### src/design/mmu_pkg.sv
// State encodings only; labels carry a CTRL_ or WALK_ prefix for their machine
package mmu_pkg;

    // Access controller sequencing
    typedef enum logic [2:0] {
        CTRL_IDLE,
        CTRL_LOOKUP,
        CTRL_WALK,
        CTRL_DATA_READ,
        CTRL_DONE
    } ctrl_state_t;

    // Two-level table walk
    typedef enum logic [1:0] {
        WALK_IDLE,
        WALK_PDE_READ,
        WALK_PTE_READ,
        WALK_FINISH
    } walk_state_t;

endpackage

### src/design/paging_pkg.sv
// Assumes 32-bit non-PAE paging with 4 KiB pages only; PSE large pages are not decoded
package paging_pkg;

    // ------------------------------
    // Address and entry widths
    // ------------------------------
    typedef logic [31:0] lin_addr_t;
    typedef logic [31:0] phys_addr_t;
    typedef logic [31:0] page_entry_t;
    typedef logic [19:0] frame_t;
    typedef logic [15:0] pf_error_t;

    // Entry bit positions shared by PDE, PTE and the error code
    localparam int PRESENT_BIT = 0;
    localparam int RW_BIT      = 1;
    localparam int US_BIT      = 2;

    // Linear address fields
    localparam int DIR_MSB     = 31;
    localparam int DIR_LSB     = 22;
    localparam int TABLE_MSB   = 21;
    localparam int TABLE_LSB   = 12;
    localparam int OFFSET_BITS = 12;

    // CPL 3 counts as user, all others as supervisor
    localparam logic [1:0] USER_CPL = 2'd3;

    // ------------------------------
    // Page fault error code
    // ------------------------------
    // Upper bits stay zero
    function automatic pf_error_t make_error(
        input logic present,
        input logic write,
        input logic user
    );
        pf_error_t err;
        err              = '0;
        err[PRESENT_BIT] = present;
        err[RW_BIT]      = write;
        err[US_BIT]      = user;
        return err;
    endfunction

endpackage
### src/design/mmu_top.sv
// Read-only paging unit; read_data is only meaningful in the read_done cycle of a clean read
module mmu_top #(
    parameter int TLB_ENTRIES = 4
) (
    input  logic                    clk,
    input  logic                    rst_n,
    input  logic                    paging,
    input  logic                    write_protect,
    input  paging_pkg::page_entry_t cr3,
    input  logic                    flush_all,
    input  logic                    read_do,
    input  logic [1:0]              read_cpl,
    input  logic                    read_rmw,
    input  paging_pkg::lin_addr_t   read_address,
    output logic                    read_done,
    output logic                    read_page_fault,
    output logic [63:0]             read_data,
    output paging_pkg::lin_addr_t   fault_address,
    output paging_pkg::pf_error_t   fault_error,
    output logic                    mem_read_do,
    output paging_pkg::phys_addr_t  mem_read_address,
    input  logic                    mem_read_done,
    input  logic [63:0]             mem_read_data
);

    // ------------------------------
    // Internal nets
    // ------------------------------
    paging_pkg::lin_addr_t  lookup_linear;
    logic                   hit;
    paging_pkg::frame_t     hit_frame;
    logic                   hit_rw;
    logic                   hit_su;

    logic                   fill_do;
    paging_pkg::lin_addr_t  fill_linear;
    paging_pkg::frame_t     fill_frame;
    logic                   fill_rw;
    logic                   fill_su;
    logic                   flush_do;

    logic                   walk_start;
    paging_pkg::lin_addr_t  walk_linear;
    logic                   walk_mem_do;
    paging_pkg::phys_addr_t walk_mem_address;
    logic                   walk_done;
    logic                   walk_present;
    paging_pkg::frame_t     walk_frame;
    logic                   walk_rw;
    logic                   walk_su;

    // Data passes straight from memory
    assign read_data = mem_read_data;

    tlb_cache #(
        .TLB_ENTRIES (TLB_ENTRIES)
    ) u_tlb (
        .clk           (clk),
        .rst_n         (rst_n),
        .lookup_linear (lookup_linear),
        .fill_do       (fill_do),
        .fill_linear   (fill_linear),
        .fill_frame    (fill_frame),
        .fill_rw       (fill_rw),
        .fill_su       (fill_su),
        .flush_do      (flush_do),
        .hit           (hit),
        .hit_frame     (hit_frame),
        .hit_rw        (hit_rw),
        .hit_su        (hit_su)
    );

    // Walker reads on the shared port through the controller
    page_walker u_walker (
        .clk              (clk),
        .rst_n            (rst_n),
        .walk_start       (walk_start),
        .walk_linear      (walk_linear),
        .cr3              (cr3),
        .mem_read_done    (mem_read_done),
        .mem_read_data    (mem_read_data),
        .walk_mem_do      (walk_mem_do),
        .walk_mem_address (walk_mem_address),
        .walk_done        (walk_done),
        .walk_present     (walk_present),
        .walk_frame       (walk_frame),
        .walk_rw          (walk_rw),
        .walk_su          (walk_su)
    );

    access_control u_ctrl (
        .clk              (clk),
        .rst_n            (rst_n),
        .paging           (paging),
        .write_protect    (write_protect),
        .flush_all        (flush_all),
        .read_do          (read_do),
        .read_cpl         (read_cpl),
        .read_rmw         (read_rmw),
        .read_address     (read_address),
        .hit              (hit),
        .hit_frame        (hit_frame),
        .hit_rw           (hit_rw),
        .hit_su           (hit_su),
        .walk_mem_do      (walk_mem_do),
        .walk_mem_address (walk_mem_address),
        .walk_done        (walk_done),
        .walk_present     (walk_present),
        .walk_frame       (walk_frame),
        .walk_rw          (walk_rw),
        .walk_su          (walk_su),
        .mem_read_done    (mem_read_done),
        .read_done        (read_done),
        .read_page_fault  (read_page_fault),
        .fault_address    (fault_address),
        .fault_error      (fault_error),
        .lookup_linear    (lookup_linear),
        .fill_do          (fill_do),
        .fill_linear      (fill_linear),
        .fill_frame       (fill_frame),
        .fill_rw          (fill_rw),
        .fill_su          (fill_su),
        .flush_do         (flush_do),
        .walk_start       (walk_start),
        .walk_linear      (walk_linear),
        .mem_read_do      (mem_read_do),
        .mem_read_address (mem_read_address)
    );

endmodule

### src/design/access_control.sv
// One read at a time; a flush_all seen while busy is applied on the next return to idle
module access_control (
    input  logic                   clk,
    input  logic                   rst_n,
    input  logic                   paging,
    input  logic                   write_protect,
    input  logic                   flush_all,
    input  logic                   read_do,
    input  logic [1:0]             read_cpl,
    input  logic                   read_rmw,
    input  paging_pkg::lin_addr_t  read_address,
    input  logic                   hit,
    input  paging_pkg::frame_t     hit_frame,
    input  logic                   hit_rw,
    input  logic                   hit_su,
    input  logic                   walk_mem_do,
    input  paging_pkg::phys_addr_t walk_mem_address,
    input  logic                   walk_done,
    input  logic                   walk_present,
    input  paging_pkg::frame_t     walk_frame,
    input  logic                   walk_rw,
    input  logic                   walk_su,
    input  logic                   mem_read_done,
    output logic                   read_done,
    output logic                   read_page_fault,
    output paging_pkg::lin_addr_t  fault_address,
    output paging_pkg::pf_error_t  fault_error,
    output paging_pkg::lin_addr_t  lookup_linear,
    output logic                   fill_do,
    output paging_pkg::lin_addr_t  fill_linear,
    output paging_pkg::frame_t     fill_frame,
    output logic                   fill_rw,
    output logic                   fill_su,
    output logic                   flush_do,
    output logic                   walk_start,
    output paging_pkg::lin_addr_t  walk_linear,
    output logic                   mem_read_do,
    output paging_pkg::phys_addr_t mem_read_address
);

    // User reads need U/S; writes need R/W for users, and for supervisors under WP
    function automatic logic priv_fault(input logic user, input logic write, input logic wp,
                                        input logic e_rw, input logic e_su);
        return (user && !e_su) || (user && write && !e_rw) || (wp && !user && write && !e_rw);
    endfunction

    mmu_pkg::ctrl_state_t   state;

    // Latched request
    paging_pkg::lin_addr_t  linear_r;
    paging_pkg::phys_addr_t phys_r;
    logic                   su_r;
    logic                   rw_r;
    logic                   wp_r;
    logic                   paging_r;
    logic                   flush_pending;

    logic                   in_walk;
    logic                   entry_rw;
    logic                   entry_su;
    logic                   denied;
    logic                   take_fault;
    logic                   err_present;

    // ------------------------------
    // Privilege check
    // ------------------------------
    assign in_walk  = (state == mmu_pkg::CTRL_WALK);
    // TLB result in LOOKUP, walker result in WALK
    assign entry_rw = in_walk ? walk_rw : hit_rw;
    assign entry_su = in_walk ? walk_su : hit_su;
    assign denied   = priv_fault(su_r, rw_r, wp_r, entry_rw, entry_su);

    assign take_fault =
        (state == mmu_pkg::CTRL_LOOKUP && paging_r && hit && denied) ||
        (in_walk && walk_done && (!walk_present || denied));
    // Not-present only possible from a walk
    assign err_present = in_walk ? walk_present : 1'b1;

    // TLB and walker side
    assign lookup_linear = linear_r;
    assign walk_linear   = linear_r;
    assign walk_start    = (state == mmu_pkg::CTRL_LOOKUP) && paging_r && !hit;
    assign fill_do       = in_walk && walk_done && walk_present && !denied;
    assign fill_linear   = linear_r;
    assign fill_frame    = walk_frame;
    assign fill_rw       = walk_rw;
    assign fill_su       = walk_su;
    assign flush_do      = (state == mmu_pkg::CTRL_IDLE) && (flush_all || flush_pending);

    // Memory port owned by the walker while walking
    assign mem_read_do      = in_walk ? walk_mem_do : (state == mmu_pkg::CTRL_DATA_READ);
    assign mem_read_address = in_walk ? walk_mem_address : phys_r;

    assign read_done = (state == mmu_pkg::CTRL_DATA_READ && mem_read_done) ||
                       (state == mmu_pkg::CTRL_DONE && read_page_fault);

    // ------------------------------
    // Sequencing FSM
    // ------------------------------
    always_ff @(posedge clk or negedge rst_n) begin
        if (!rst_n) begin
            state <= mmu_pkg::CTRL_IDLE;
        end else begin
            case (state)
                mmu_pkg::CTRL_IDLE: begin
                    if (read_do)
                        state <= mmu_pkg::CTRL_LOOKUP;
                end
                mmu_pkg::CTRL_LOOKUP: begin
                    if (take_fault)
                        state <= mmu_pkg::CTRL_DONE;
                    else if (paging_r && !hit)
                        state <= mmu_pkg::CTRL_WALK;
                    else
                        state <= mmu_pkg::CTRL_DATA_READ;
                end
                mmu_pkg::CTRL_WALK: begin
                    if (walk_done)
                        state <= take_fault ? mmu_pkg::CTRL_DONE : mmu_pkg::CTRL_DATA_READ;
                end
                mmu_pkg::CTRL_DATA_READ: begin
                    if (mem_read_done)
                        state <= mmu_pkg::CTRL_DONE;
                end
                // Gap cycle lets the requester drop read_do
                default: state <= mmu_pkg::CTRL_IDLE;
            endcase
        end
    end

    // Fault report and deferred flush
    always_ff @(posedge clk or negedge rst_n) begin
        if (!rst_n) begin
            read_page_fault <= 1'b0;
            fault_address   <= '0;
            fault_error     <= '0;
            flush_pending   <= 1'b0;
        end else begin
            if (take_fault) begin
                read_page_fault <= 1'b1;
                fault_address   <= linear_r;
                fault_error     <= paging_pkg::make_error(err_present, rw_r, su_r);
            end else if (state == mmu_pkg::CTRL_DONE) begin
                read_page_fault <= 1'b0;
            end
            if (state == mmu_pkg::CTRL_IDLE)
                flush_pending <= 1'b0;
            else if (flush_all)
                flush_pending <= 1'b1;
        end
    end

    // Request latch and physical address
    always_ff @(posedge clk) begin
        if (state == mmu_pkg::CTRL_IDLE && read_do) begin
            linear_r <= read_address;
            su_r     <= (read_cpl == paging_pkg::USER_CPL);
            rw_r     <= read_rmw;
            wp_r     <= write_protect;
            paging_r <= paging;
        end
        // Identity map when paging is off
        if (state == mmu_pkg::CTRL_LOOKUP)
            phys_r <= paging_r ? {hit_frame, linear_r[paging_pkg::OFFSET_BITS-1:0]} : linear_r;
        if (in_walk)
            phys_r <= {walk_frame, linear_r[paging_pkg::OFFSET_BITS-1:0]};
    end

    // One completion per request
    a_done_single: assert property (
        @(posedge clk) disable iff (!rst_n) read_done |=> !read_done
    );

endmodule

### src/design/page_walker.sv
// Entries come from the low 32 bits of each memory word; cr3 must stay stable during a walk
module page_walker (
    input  logic                    clk,
    input  logic                    rst_n,
    input  logic                    walk_start,
    input  paging_pkg::lin_addr_t   walk_linear,
    input  paging_pkg::page_entry_t cr3,
    input  logic                    mem_read_done,
    input  logic [63:0]             mem_read_data,
    output logic                    walk_mem_do,
    output paging_pkg::phys_addr_t  walk_mem_address,
    output logic                    walk_done,
    output logic                    walk_present,
    output paging_pkg::frame_t      walk_frame,
    output logic                    walk_rw,
    output logic                    walk_su
);

    mmu_pkg::walk_state_t    state;
    paging_pkg::lin_addr_t   linear_r;
    paging_pkg::page_entry_t entry;

    // Table base first, then page frame once the PTE is in
    paging_pkg::frame_t      base_frame;
    logic                    present_r;
    logic                    rw_acc;
    logic                    su_acc;
    logic [9:0]              index;

    assign entry = mem_read_data[31:0];

    // ------------------------------
    // Memory request
    // ------------------------------
    // Directory index for the PDE, table index for the PTE
    assign index = (state == mmu_pkg::WALK_PDE_READ) ?
                   linear_r[paging_pkg::DIR_MSB:paging_pkg::DIR_LSB] :
                   linear_r[paging_pkg::TABLE_MSB:paging_pkg::TABLE_LSB];

    assign walk_mem_do      = (state == mmu_pkg::WALK_PDE_READ) ||
                              (state == mmu_pkg::WALK_PTE_READ);
    assign walk_mem_address = {base_frame, index, 2'b00};

    // Result valid for the FINISH cycle
    assign walk_done    = (state == mmu_pkg::WALK_FINISH);
    assign walk_present = present_r;
    assign walk_frame   = base_frame;
    assign walk_rw      = rw_acc;
    assign walk_su      = su_acc;

    // ------------------------------
    // Walk FSM
    // ------------------------------
    always_ff @(posedge clk or negedge rst_n) begin
        if (!rst_n) begin
            state <= mmu_pkg::WALK_IDLE;
        end else begin
            case (state)
                mmu_pkg::WALK_IDLE: begin
                    if (walk_start)
                        state <= mmu_pkg::WALK_PDE_READ;
                end
                mmu_pkg::WALK_PDE_READ: begin
                    // Missing PDE ends the walk early
                    if (mem_read_done)
                        state <= entry[paging_pkg::PRESENT_BIT] ?
                                 mmu_pkg::WALK_PTE_READ : mmu_pkg::WALK_FINISH;
                end
                mmu_pkg::WALK_PTE_READ: begin
                    if (mem_read_done)
                        state <= mmu_pkg::WALK_FINISH;
                end
                default: state <= mmu_pkg::WALK_IDLE;
            endcase
        end
    end

    // Walk data path
    always_ff @(posedge clk) begin
        if (state == mmu_pkg::WALK_IDLE && walk_start) begin
            linear_r   <= walk_linear;
            base_frame <= cr3[31:paging_pkg::OFFSET_BITS];
        end
        if (mem_read_done && walk_mem_do) begin
            base_frame <= entry[31:paging_pkg::OFFSET_BITS];
            present_r  <= entry[paging_pkg::PRESENT_BIT];
            // PDE seeds the permissions, PTE narrows them
            if (state == mmu_pkg::WALK_PDE_READ) begin
                rw_acc <= entry[paging_pkg::RW_BIT];
                su_acc <= entry[paging_pkg::US_BIT];
            end else begin
                rw_acc <= rw_acc & entry[paging_pkg::RW_BIT];
                su_acc <= su_acc & entry[paging_pkg::US_BIT];
            end
        end
    end

    // Only one walk in flight
    a_start_when_idle: assert property (
        @(posedge clk) disable iff (!rst_n) walk_start |-> state == mmu_pkg::WALK_IDLE
    );

endmodule

### src/design/tlb_cache.sv
// TLB_ENTRIES must be a power of two from 2 to 16; fill and flush may not coincide
module tlb_cache #(
    parameter int TLB_ENTRIES = 4
) (
    input  logic                 clk,
    input  logic                 rst_n,
    input  paging_pkg::lin_addr_t lookup_linear,
    input  logic                 fill_do,
    input  paging_pkg::lin_addr_t fill_linear,
    input  paging_pkg::frame_t   fill_frame,
    input  logic                 fill_rw,
    input  logic                 fill_su,
    input  logic                 flush_do,
    output logic                 hit,
    output paging_pkg::frame_t   hit_frame,
    output logic                 hit_rw,
    output logic                 hit_su
);

    localparam int IDX_W = $clog2(TLB_ENTRIES);
    localparam int TAG_W = paging_pkg::DIR_MSB - paging_pkg::TABLE_LSB + 1;

    // ------------------------------
    // Entry storage
    // ------------------------------
    logic [TLB_ENTRIES-1:0] valid;
    logic [TAG_W-1:0]       tag [TLB_ENTRIES];
    paging_pkg::frame_t     frame [TLB_ENTRIES];
    logic [TLB_ENTRIES-1:0] rw_bits;
    logic [TLB_ENTRIES-1:0] su_bits;

    // Round-robin victim pointer
    logic [IDX_W-1:0]       rr_ptr;

    logic [TAG_W-1:0]       lookup_tag;
    logic [TAG_W-1:0]       fill_tag;

    // Linear page number is the tag
    assign lookup_tag = lookup_linear[paging_pkg::DIR_MSB:paging_pkg::TABLE_LSB];
    assign fill_tag   = fill_linear[paging_pkg::DIR_MSB:paging_pkg::TABLE_LSB];

    // Parallel compare over all entries
    always_comb begin
        hit       = 1'b0;
        hit_frame = '0;
        hit_rw    = 1'b0;
        hit_su    = 1'b0;
        for (int i = 0; i < TLB_ENTRIES; i++) begin
            if (valid[i] && tag[i] == lookup_tag) begin
                hit       = 1'b1;
                hit_frame = frame[i];
                hit_rw    = rw_bits[i];
                hit_su    = su_bits[i];
            end
        end
    end

    // Valid bits and victim pointer
    always_ff @(posedge clk or negedge rst_n) begin
        if (!rst_n) begin
            valid  <= '0;
            rr_ptr <= '0;
        end else if (flush_do) begin
            valid  <= '0;
        end else if (fill_do) begin
            valid[rr_ptr] <= 1'b1;
            rr_ptr        <= rr_ptr + 1'b1;
        end
    end

    // Payload written at the victim slot
    always_ff @(posedge clk) begin
        if (fill_do) begin
            tag[rr_ptr]     <= fill_tag;
            frame[rr_ptr]   <= fill_frame;
            rw_bits[rr_ptr] <= fill_rw;
            su_bits[rr_ptr] <= fill_su;
        end
    end

    // Controller holds a flush back while a walk can still fill
    a_no_fill_with_flush: assert property (
        @(posedge clk) disable iff (!rst_n) !(fill_do && flush_do)
    );

endmodule

### config.mk
export PLATFORM = sky130hd
export DESIGN_NAME = mmu_top
export DESIGN_NICKNAME = d
export VERILOG_FILES = /design/src/design/mmu_pkg.sv /design/src/design/paging_pkg.sv /design/src/design/mmu_top.sv /design/src/design/access_control.sv /design/src/design/page_walker.sv /design/src/design/tlb_cache.sv
export SDC_FILE = /design/constraint.sdc
export NUM_CORES = 1
export LEC_CHECK = 0
export BUFFER_PORTS_ARGS = -buffer_cell sky130_fd_sc_hd__buf_4
export CAP_MARGIN = 20
export CORE_UTILIZATION = 50
export DETAILED_ROUTE_END_ITERATION = 7
export PLACE_DENSITY_LB_ADDON = 0.2
export SETUP_SLACK_MARGIN = 0.2
export SKIP_LAST_GASP = 1
export SLEW_MARGIN = 10
export SYNTH_ARGS = -nofsm -noshare
export SYNTH_HDL_FRONTEND = slang
export SYNTH_SLANG_ARGS = --single-unit
### constraint.sdc
create_clock -name clk -period 3.3 [get_ports clk]
set_input_delay 0 -clock clk [delete_from_list [all_inputs] [get_ports clk]]
set_output_delay 0 -clock clk [all_outputs]
set_load 0.01 [all_outputs]
=== Word level (Yosys, flattened, before mapping) ===
Memories as Yosys holds them, arrays and structs flattened.
Index checks and enable logic that the tools add are counted.

* Bits in registers: 179
* RAM bits: 160
* Bits of input ports: 138
* Output and inout bits: 147
* Logic and storage cells: 150
* Memories: 2

* Add/sub/neg operators: 1
* Magnitude comparators: 2
* Equal/unequal tests: 18
* Mux-type cells: 53
* Bitwise logic cells: 4
* Reduce and logical (&&, ||, !) cells: 49

{| class="wikitable"
|+ Memory list
! name !! words !! width !! read ports !! clocked after memory_dff !! write ports !! line !! RTL
|-
| u_tlb.frame || 4 || 20 || 4 || 0 || 1 || tlb_cache.sv:28 || <nowiki>paging_pkg::frame_t frame [TLB_ENTRIES];</nowiki>
|-
| u_tlb.tag || 4 || 20 || 4 || 0 || 1 || tlb_cache.sv:27 || <nowiki>logic [TAG_W-1:0] tag [TLB_ENTRIES];</nowiki>
|}

{| class="wikitable"
|+ Operators by type and width
! cell !! number
|-
| 32-bit 2-to-1 mux || 4
|-
| 20-bit 2-to-1 mux || 6
|-
| 20-bit equality test || 4
|-
| 1-bit 2-to-1 mux || 27
|-
| 1-bit logical AND || 26
|-
| 3-bit 2-to-1 mux || 5
|-
| 3-bit one-hot mux with 4 select lines || 1
|-
| 10-bit 2-to-1 mux || 1
|-
| 2-bit nonzero test || 5
|-
| 4-bit bitwise mux || 2
|-
| 4-bit 2-to-1 mux || 2
|-
| 2-bit != test, second input constant || 4
|-
| 1-bit logical OR || 7
|-
| 2-bit equality test, second input constant || 3
|-
| 3-bit by 2-bit equality test with 1-bit output, second input constant || 2
|-
| 1-bit zero test || 6
|-
| 2-bit 2-to-1 mux || 3
|-
| 2-bit one-hot mux with 3 select lines || 1
|-
| 3-bit AND reduction || 2
|-
| 2-bit by 1-bit != test with 1-bit output, second input constant || 2
|-
| 4-bit bitwise OR || 1
|-
| 3-bit by 1-bit equality test with 1-bit output, second input constant || 1
|-
| 3-bit equality test, second input constant || 1
|-
| 3-bit zero test || 1
|-
| 9 further kinds || 10
|}

=== Depth between registers and ports, before layout ===
Gate-level depths: netlist (run 1).
An unclocked memory read counts as a cell.

* Word-level depth: 18
* Gate-level depth with buffers: 11
* Depth with buffers taken out: 8

=== Hierarchy ===
A second synthesis (run 1) with hierarchy kept.

* Cells, all modules: 1024
* Area, all modules: 15143.3 µm²

{| class="wikitable"
|+ By module, submodules not included
! module !! instances !! cells an instance !! area each (µm²) !! seq. area each (µm²)
|-
| tlb_cache || 1 || 441 || 7244.4 || 5195.0
|-
| access_control || 1 || 398 || 5313.8 || 3042.9
|-
| page_walker || 1 || 121 || 2104.5 || 1341.3
|-
| mmu_top || 1 || 64 || 480.5 || 0.0
|}

=== Least setup slack after synthesis (run 1) ===
No wires, ideal clock.

* Kind: register to register
* Start: register u_ctrl.linear_r[22], in the netlist u_ctrl.fill_linear[22]
* End: memory u_tlb.frame[0][0] (netlist name), enable pin
* Setup time: 0.404 ns
* Data arrival time: 3.034 ns
* Required time: 2.896 ns
* Slack: -0.138 ns
* Cell stages (with the launch flop): 11
* Path buffers: 3
* Period minus slack after synthesis: 3.438 ns
* Path through: edfxtp_1 > buf_2 > xnor2_1 > nand4_1 > nor4_1 > and2_1 > buf_2 > o31a_1 > and4_1 > clkbuf_1 > and2_1

* Word-level cells in the longest chain between the ends: 15
* Elaborated cells between the ends (all ways): 29
* Classes of those cells: eq/ne: 4; mux: 12; reduce/logical: 13

{| class="wikitable"
|+ Ends and longest elaborated chain
! element !! line !! RTL
|-
| from (decl) || access_control.sv:50 || <nowiki>paging_pkg::lin_addr_t linear_r;</nowiki>
|-
| from (signal assigned) || access_control.sv:157 || <nowiki>linear_r <= read_address;</nowiki>
|-
| 20-bit equality test || tlb_cache.sv:49 || <nowiki>if (valid[i] && tag[i] == lookup_tag) begin</nowiki>
|-
| 1-bit logical AND || tlb_cache.sv:49 ||
|-
| 1-bit 2-to-1 mux (4 in series) || tlb_cache.sv:49 ||
|-
| 1-bit 2-to-1 mux, on equally long branches || access_control.sv:71, access_control.sv:70 ||
|-
| 1-bit zero test || access_control.sv:44 || <nowiki>return (user && !e_su) || (user && write && !e_rw) || (wp && !user && write && !e_rw);</nowiki>
|-
| 1-bit logical AND || access_control.sv:44 ||
|-
| 1-bit logical OR || access_control.sv:44 ||
|-
| 1-bit logical OR * || access_control.sv:44 ||
|-
| 1-bit zero test * || access_control.sv:84 || <nowiki>assign fill_do = in_walk && walk_done && walk_present && !denied;</nowiki>
|-
| 1-bit logical AND * || access_control.sv:84 ||
|-
| 1-bit 2-to-1 mux * || tlb_cache.sv:73 || <nowiki>if (fill_do) begin</nowiki>
|-
| 1-bit 2-to-1 mux (not written as such) * || tlb_cache.sv:75 || <nowiki>frame[rr_ptr] <= fill_frame;</nowiki>
|-
| to (decl) || tlb_cache.sv:28 ||
|}

Mark *: on every way between the ends. The rest lies on a longest branch, timed or not.

=== Worst setup path in the final report (run 1) ===
* Start: register u_ctrl.state[0]
* End: register u_ctrl.fault_address[15]

* Word-level cells in the longest chain between the ends: 9
* Elaborated cells between the ends (all ways): 18
* Classes of those cells: eq/ne: 2; mux: 2; reduce/logical: 14

{| class="wikitable"
|+ Ends and longest elaborated chain
! element !! line !! RTL
|-
| from (decl) || access_control.sv:47 || <nowiki>mmu_pkg::ctrl_state_t state;</nowiki>
|-
| from (signal assigned) || access_control.sv:103 || <nowiki>state <= mmu_pkg::CTRL_IDLE;</nowiki>
|-
| from (signal assigned) || access_control.sv:108 || <nowiki>state <= mmu_pkg::CTRL_LOOKUP;</nowiki>
|-
| from (signal assigned) || access_control.sv:112 || <nowiki>state <= mmu_pkg::CTRL_DONE;</nowiki>
|-
| 3-bit by 2-bit equality test with 1-bit output || access_control.sv:68 || <nowiki>assign in_walk = (state == mmu_pkg::CTRL_WALK);</nowiki>
|-
| 1-bit 2-to-1 mux, on equally long branches || access_control.sv:71, access_control.sv:70 ||
|-
| 1-bit zero test || access_control.sv:44 ||
|-
| 1-bit logical AND || access_control.sv:44 ||
|-
| 1-bit logical OR (2 in series) || access_control.sv:44 ||
|-
| 1-bit logical OR || access_control.sv:76 || <nowiki>(in_walk && walk_done && (!walk_present || denied));</nowiki>
|-
| 1-bit logical AND || access_control.sv:76 ||
|-
| 1-bit logical OR * || access_control.sv:75 || <nowiki>(state == mmu_pkg::CTRL_LOOKUP && paging_r && hit && denied) ||</nowiki>
|-
| to (signal assigned) || access_control.sv:142 || <nowiki>fault_address <= linear_r;</nowiki>
|-
| to (decl) || access_control.sv:26 || <nowiki>output paging_pkg::lin_addr_t fault_address,</nowiki>
|}

Marked as above.
A chain may end at the register's enable or synchronous reset.

==> impl_metrics.toml, run 1 <==
[power]
power_frac_comb = 0.319
intPower_mw = 10.1
power.density_nw_per_um2 = 824
p_leak_nw = 6.92
power_switching_mw = 4.49
p_seq_frac = 0.428
pwr-share-clk = 0.253
switching_share = 0.307
ir_drop_mv = 0.527

[critical_path]
reg2reg_from = "u_ctrl.state[0]$_DFFE_PN0P_"
path_buf_inv = 2
critPathLaunch = "u_ctrl.state[0]$_DFFE_PN0P_"
worstSetupPathType = "flop to flop"
cp_slowest_cell = "or3b_2"
reg2reg_to = "u_ctrl.fault_address[15]$_DFFE_PN0P_"
cp.depth = 10
reg2reg_depth = 10
endpoint_kind = "flop"
worst_setup_path_start_kind = "flop"
cpLargestDelayFamily = "compound AO/OA/AOI/OAI gates"
cp_data_required_time_ns = 3.69
rrSetupSlack_ns = 0.31
max_stage_delay_ns = 0.53
cp-endpoint = "u_ctrl.fault_address[15]$_DFFE_PN0P_"
crit_path_max_fanout = 12
worstPathCellList = "or3b_2 > o21ai_1 > o22ai_1 > a31oi_1 > o31a_1 > o31ai_2 > o31ai_4 > buf_4 > clkbuf_16 > mux2_4"
arrival_ns = 3.38

[clock_tree]
cts.sinks = 327
clock_latency_ns = 0.51
cts_buffers = 35
cts_root_buffer = "clkbuf_16"
htreeDepth = 2
cts_tree = "yes"
cts.clk_slew.worst_paths_ns = 0.06
cts.path.max_buffers = 3

[global_routing]
grt_util_all_layers = 0.230
grt_busiest_layer = "met2"
grt_pass1_wl_um = 49300
grt_pass1_vias = 8558
met3_usage = 0.0308
grt_use_met1 = 0.323
antenna_found_initial = 1
met2_usage = 0.376
grt-ovfl-total = 0
grt_start_max_net_pins = 63

[finish]
syn_to_final_growth_pct = 26.0
fin_util = 0.650
diodes = 0
drive_gt1_frac = 0.292
final_common_cell = "edfxtp_1"
nNetsFinal = 1360
final_cells = 1610
final_cell_mix = "279 x edfxtp_1, 235 x buf_4, 85 x nand2_1, 84 x dlygate4sd3_1, 63 x xnor2_1"

[floorplan]
fp.coreArea_um2 = 27300
dieArea_um2 = 28800
rows = 60
die_w_um = 170
chipHeight_um = 170
ios = 285
start_util = 0.515

[sta]
drv_slew = 0
grt_setup_unrepaired = "no"
hold_viol = 0
worst_pin_slew_ns = 0.970
timing.final.ws_setup_ns = 0.306
period_minus_slack_ns = 2.99
clock_skew_ns = 0.0172
fin_tns_setup_ns = 0
fin_crit_sh = 0.907
slew_headroom = 0.346
fmax_mhz = 334
finalSetupViolCount = 0

[yosys]
synth-edff-count = 279
syn_inst = 968
ys_warn_count = 0
yosysTopAreaCell = "edfxtp_1"
syn_area_um2 = 14000
ys_seq_elements = 327
ys_seq_area_frac = 0.682
synth_ff_type = "edfxtp_1"
async_flop_share = 0.147
synthTopCellsByArea = "edfxtp_1 60%, dfrtp_1 8.6%, buf_4 4.3%"
ys_types = 55
yosysTopAreaCellShare = 0.596
synth_area_per_cell_um2 = 14.5

[detailed_routing]
routed_wirelength_um = 32300
vias_per_cell = 5.27
firstDrtPassIters = 5
antenna_left = 0
dr_total_vias = 8477
drc = 0
wire_per_inst_um = 20.1
drtIter0Drc = 705

[min_path]
hold_class = "primary input to output pin"

[place]
place_inst = 1451
hpwl_um = 20100
dp_slack_ns = 0.246
gp_congestion = 0.764
port_buffers = 177

[job]
maxCapViolations = 0

[status]
status = "finished, final reports clean"
synthesized netlist by cell type (25+ instances only):
| library cell | count |
|---|---|
| xnor2_1 | 65 |
| clkbuf_1 | 28 |
| mux2i_1 | 30 |
| nand3_1 | 25 |
| edfxtp_1 | 279 |
| mux2_2 | 31 |
| o21ai_0 | 35 |
| inv_1 | 34 |
| dfrtp_1 | 48 |
| buf_4 | 81 |
| nand2_1 | 85 |
logic make-up (layout without fill, tap and decap cells):
logic type,Yosys count,count (layout),synth area share
XOR/XNOR,79,79,0.0493
multiplexers,86,86,0.0708
buffers and inverters,169,427,0.0699
flip-flops,327,327,0.682
AND/OR/NAND/NOR,195,195,0.0706
AO/OA/AOI/OAI,102,102,0.0492
adder cells (fa/ha/maj),9,9,0.00802
other,1,13,0.000267
power groups by stage:
stage          Combinational, mW  Sequential, mW  Clock, mW
5_1_grt                     5.07            6.33       3.91
3_3_place_gp                4.34            6.31          0
4_1_cts                     4.60            6.26       3.76
2_1_floorplan               2.48            6.26          0
3_5_place_dp                4.42            6.34          0
6_report                    4.65            6.25       3.69
per-stage QoR:
| stage | cell area (um2) | total power [mW] | hold slack [ns] |
|---|---|---|---|
| final | 17700 | 14.6 | 0.00000391 |
| after global routing | 17700 | 15.3 | 0.0000234 |
| after CTS | 17500 | 14.6 | 0.0000686 |
| after detailed placement | 15600 | 10.8 | 0.0000686 |
| after global placement | 15600 | 10.7 | 0.0000686 |
| after floorplan | 14100 | 8.74 | -0.296 |
metal layers:
layer	part of all wire	up-vias
met1	0.44	4245
met5	0	-
met2	0.48	279
met3	0.056	49
li1	-	3904
met4	0.018	0
repair_timing:
| action | 4_1_cts | 5_1_grt |
|---|---|---|
| buffers inserted | 0 | 12 |
| endpoints found under the setup margin | 0 | 227 |
| hold endpoints to repair | 113 | 0 |
| resized for setup | 0 | 18 |
| hold buffers | 84 | 0 |
flip-flops by register name (all words and copies together), names as in the netlist, 20 cells and up:
name,flops
u_tlb.frame,80
u_tlb.tag,80
u_ctrl.fault_address,32
u_ctrl.fill_linear,32
u_ctrl.phys_r,32
u_walker.linear_r,20
u_walker.walk_frame,20
worst min-delay path by stage:
stage | start | to | cells past startpoint | slack (ns)
finish | mem_read_data[4] | read_data[4] | 0 | 0.000004
global route | mem_read_data[63] | read_data[63] | 0 | 0.00002
CTS | mem_read_data[35] | read_data[35] | 0 | 0.00007
detailed placement | mem_read_data[35] | read_data[35] | 0 | 0.00007
global placement | mem_read_data[35] | read_data[35] | 0 | 0.00007
floorplan | rst_n | u_ctrl.fault_address[0]$_DFFE_PN0P_ | 0 | -0.30
final cells by class:
cell class	instances	area [um2]
multi-input cells	484	3620
inverters	34	128
fillers	2002	9550
well taps	372	465
repair buffers	331	2830
clock buffers	54	1020
flip-flops and latches	327	9580
clock inverters	8	57.6
worst register-to-register path, stage by stage (launching register included):
cell and delay, ns:
dfrtp_2 0.49, or3b_2 0.53, o21ai_1 0.26, o22ai_1 0.12, a31oi_1 0.18, o31a_1 0.22, o31ai_2 0.13, o31ai_4 0.28
buf_4 0.19, clkbuf_16 0.18, mux2_4 0.31
(Power assumes the default switching activity.)
==> run 2: changes to the inputs <==
Settings changed: BUFFER_PORTS_ARGS -buffer_cell sky130_fd_sc_hd__buf_4 to default, CAP_MARGIN 20 to 0, CORE_UTILIZATION 50 to 56, DONT_BUFFER_PORTS from default to 1.
==> run 2 against run 1 <==
Total power is 3.4% lower. Combinational power decreased by 20%. Highest routed layer unchanged. Clock skew is 0.0078 ns higher. Wire length down 0.43%. Via count fell by 5.4%. Clock-buffer cell count is 3 lower. Maximum frequency fell by 5.9%. Register-to-register slack lost 0.19 ns. Clock power is 7.6% higher. Core utilization is 3.2 points higher. First-iteration DRC count shrank 18%. Sequential power rose by 3%.
==> impl_metrics.toml, run 2 (synthesis gave the netlist of run 1 again) <==
[sta]
drv_slew = 0
fin_tns_setup_ns = 0
period_minus_slack_ns = 3.18
finalSetupViolCount = 0
timing.final.ws_setup_ns = 0.117
grt_setup_unrepaired = "yes"
fmax_mhz = 314
worst_pin_slew_ns = 1.13
slew_headroom = 0.246
whs_ns = 0.00000282
clock_skew_ns = 0.0250
hold_viol = 0
fin_crit_sh = 0.965

[detailed_routing]
drc = 0
vias_per_cell = 5.71
antenna_left = 0
drtIter0Drc = 578
wire_per_inst_um = 22.9
routed_wirelength_um = 32200
firstDrtPassIters = 6
dr_total_vias = 8019

[min_path]
hold_class = "primary input to output pin"

[global_routing]
grt_pass1_vias = 8075
grt-ovfl-total = 0
grt_pass1_wl_um = 46800
grt_start_max_net_pins = 63
grt_use_met1 = 0.328
grt_util_all_layers = 0.242
grt_busiest_layer = "met2"
met2_usage = 0.389
antenna_found_initial = 1
met3_usage = 0.0519

[power]
power.density_nw_per_um2 = 846
pwr-share-clk = 0.282
totalPowerFinal_mw = 14.1
p_leak_nw = 6.23
power_switching_mw = 4.47
switching_share = 0.317
intPower_mw = 9.62
ir_drop_mv = 0.837
p_seq_frac = 0.455
power_frac_comb = 0.263

[finish]
final_cells = 1404
multi_input_area_um2 = 3680
drive_gt1_frac = 0.199
syn_to_final_growth_pct = 18.6
final_common_cell = "edfxtp_1"
num-fill-cells = 1615
reg_top3 = "u_tlb.frame x80, u_tlb.tag x80"
fin_util = 0.681
nNetsFinal = 1198
final_cell_mix = "279 x edfxtp_1, 85 x nand2_1, 84 x dlygate4sd3_1, 63 x xnor2_1, 59 x buf_4"
seqCellArea_um2 = 9580
final_area_um2 = 16700

[critical_path]
reg2reg_to = "u_ctrl.fault_error[1]$_DFFE_PN0P_"
worstPathCellList = "buf_6 > a222oi_1 > nor4b_4 > and2_4 > and3_4 > o31ai_4 > o31ai_4 > buf_6 > clkbuf_16 > mux2_4"
cpLargestDelayFamily = "compound AO/OA/AOI/OAI gates"
path_buf_inv = 3
max_stage_delay_ns = 0.53
reg2reg_from = "u_ctrl.fill_linear[13]$_DFFE_PP_"
worst_setup_path_start_kind = "flop"
endpoint_kind = "flop"
cp_slowest_cell = "a222oi_1"
reg2reg_depth = 10
cp_data_required_time_ns = 3.70
cp.depth = 10
critPathLaunch = "u_ctrl.fill_linear[13]$_DFFE_PP_"
cp-endpoint = "u_ctrl.fault_error[1]$_DFFE_PN0P_"
worstSetupPathType = "flop to flop"
crit_path_max_fanout = 6
rrSetupSlack_ns = 0.12
arrival_ns = 3.59

[floorplan]
die_w_um = 160
ios = 285
fp.coreArea_um2 = 24500
rows = 57
chipHeight_um = 160
dieArea_um2 = 25700
start_util = 0.574

[clock_tree]
cts.sinks = 327
htreeDepth = 2
cts_tree = "yes"
cts_buffers = 35
clock_latency_ns = 0.52
cts.path.max_buffers = 3
cts_root_buffer = "clkbuf_16"
cts.clk_slew.worst_paths_ns = 0.06

[place]
port_buffers = 0
hpwl_um = 18900
dp_slack_ns = 0.0966
place_inst = 1214
gp_congestion = 0.799
placed_cell_area_um2 = 14100

[status]
status = "finished, final reports clean"

[job]
maxCapViolations = 0
-- run 2: changes by cell type in the layout (fill, tap and decap cells not counted), sizes merged --
cell / before / now
inv: 34 / 36
clkbuf: 55 / 53
bufinv: 1 / 3
diode: 0 / 2
o31a: 2 / 3
clkinv: 7 / 8
buf: 246 / 82
-- run 2: per-layer routing --
metal,share of wire,vias up,wire length (um)
met5,0,-,0
met4,0.029,0,917
met3,0.082,75,2640
met1,0.41,3975,13300
met2,0.47,374,15300
li1,-,3595,-
-- run 2: power groups by stage --
stage | sequential [mW] | combinational [mW] | clock, mW
after floorplan | 6.26 | 2.48 | 0
after CTS | 6.45 | 3.44 | 4.02
after detailed placement | 6.53 | 3.21 | 0
final | 6.41 | 3.70 | 3.97
after global routing | 6.51 | 4.01 | 4.18
after global placement | 6.48 | 3.14 | 0
-- run 2: repair_timing --
action | in CTS | in global routing
endpoints found under the hold margin | 114 | 0
setup endpoints to repair | 221 | 207
gates resized for setup | 4 | 32
pin swaps | 2 | 14
cloned | 0 | 4
hold buffers | 85 | 0
buffers inserted | 4 | 31
-- run 2: layout make-up --
class                   count  share of cell area
flip-flops and latches    327               0.575
repair buffers            168               0.101
diodes                      2            0.000300
clock buffers              51              0.0616
inverters                  34             0.00766
well taps                 324              0.0243
multi-input cells         485               0.221
clock inverters            13             0.00924
-- run 2: worst min path at each step --
stage                                  from                              endpoint  slack [ns]  depth (start not counted)
after detailed placement              rst_n   u_ctrl.fault_address[7]$_DFFE_PN0P_       -0.29                          0
after CTS                 mem_read_data[32]                         read_data[32]     0.00007                          0
final                     mem_read_data[46]                         read_data[46]    0.000003                          0
after floorplan                       rst_n   u_ctrl.fault_address[0]$_DFFE_PN0P_       -0.30                          0
after global routing       mem_read_data[2]                          read_data[2]     0.00001                          0
after global placement                rst_n  u_ctrl.fault_address[31]$_DFFE_PN0P_       -0.29                          0
-- run 2: worst register-to-register path, cell delays in order, from the launching register on --
cell       delay [ns]
edfxtp_1         0.49
buf_6            0.20
a222oi_1         0.54
nor4b_4          0.35
and2_4           0.21
and3_4           0.19
o31ai_4          0.11
o31ai_4          0.31
buf_6            0.18
clkbuf_16        0.18
mux2_4           0.32
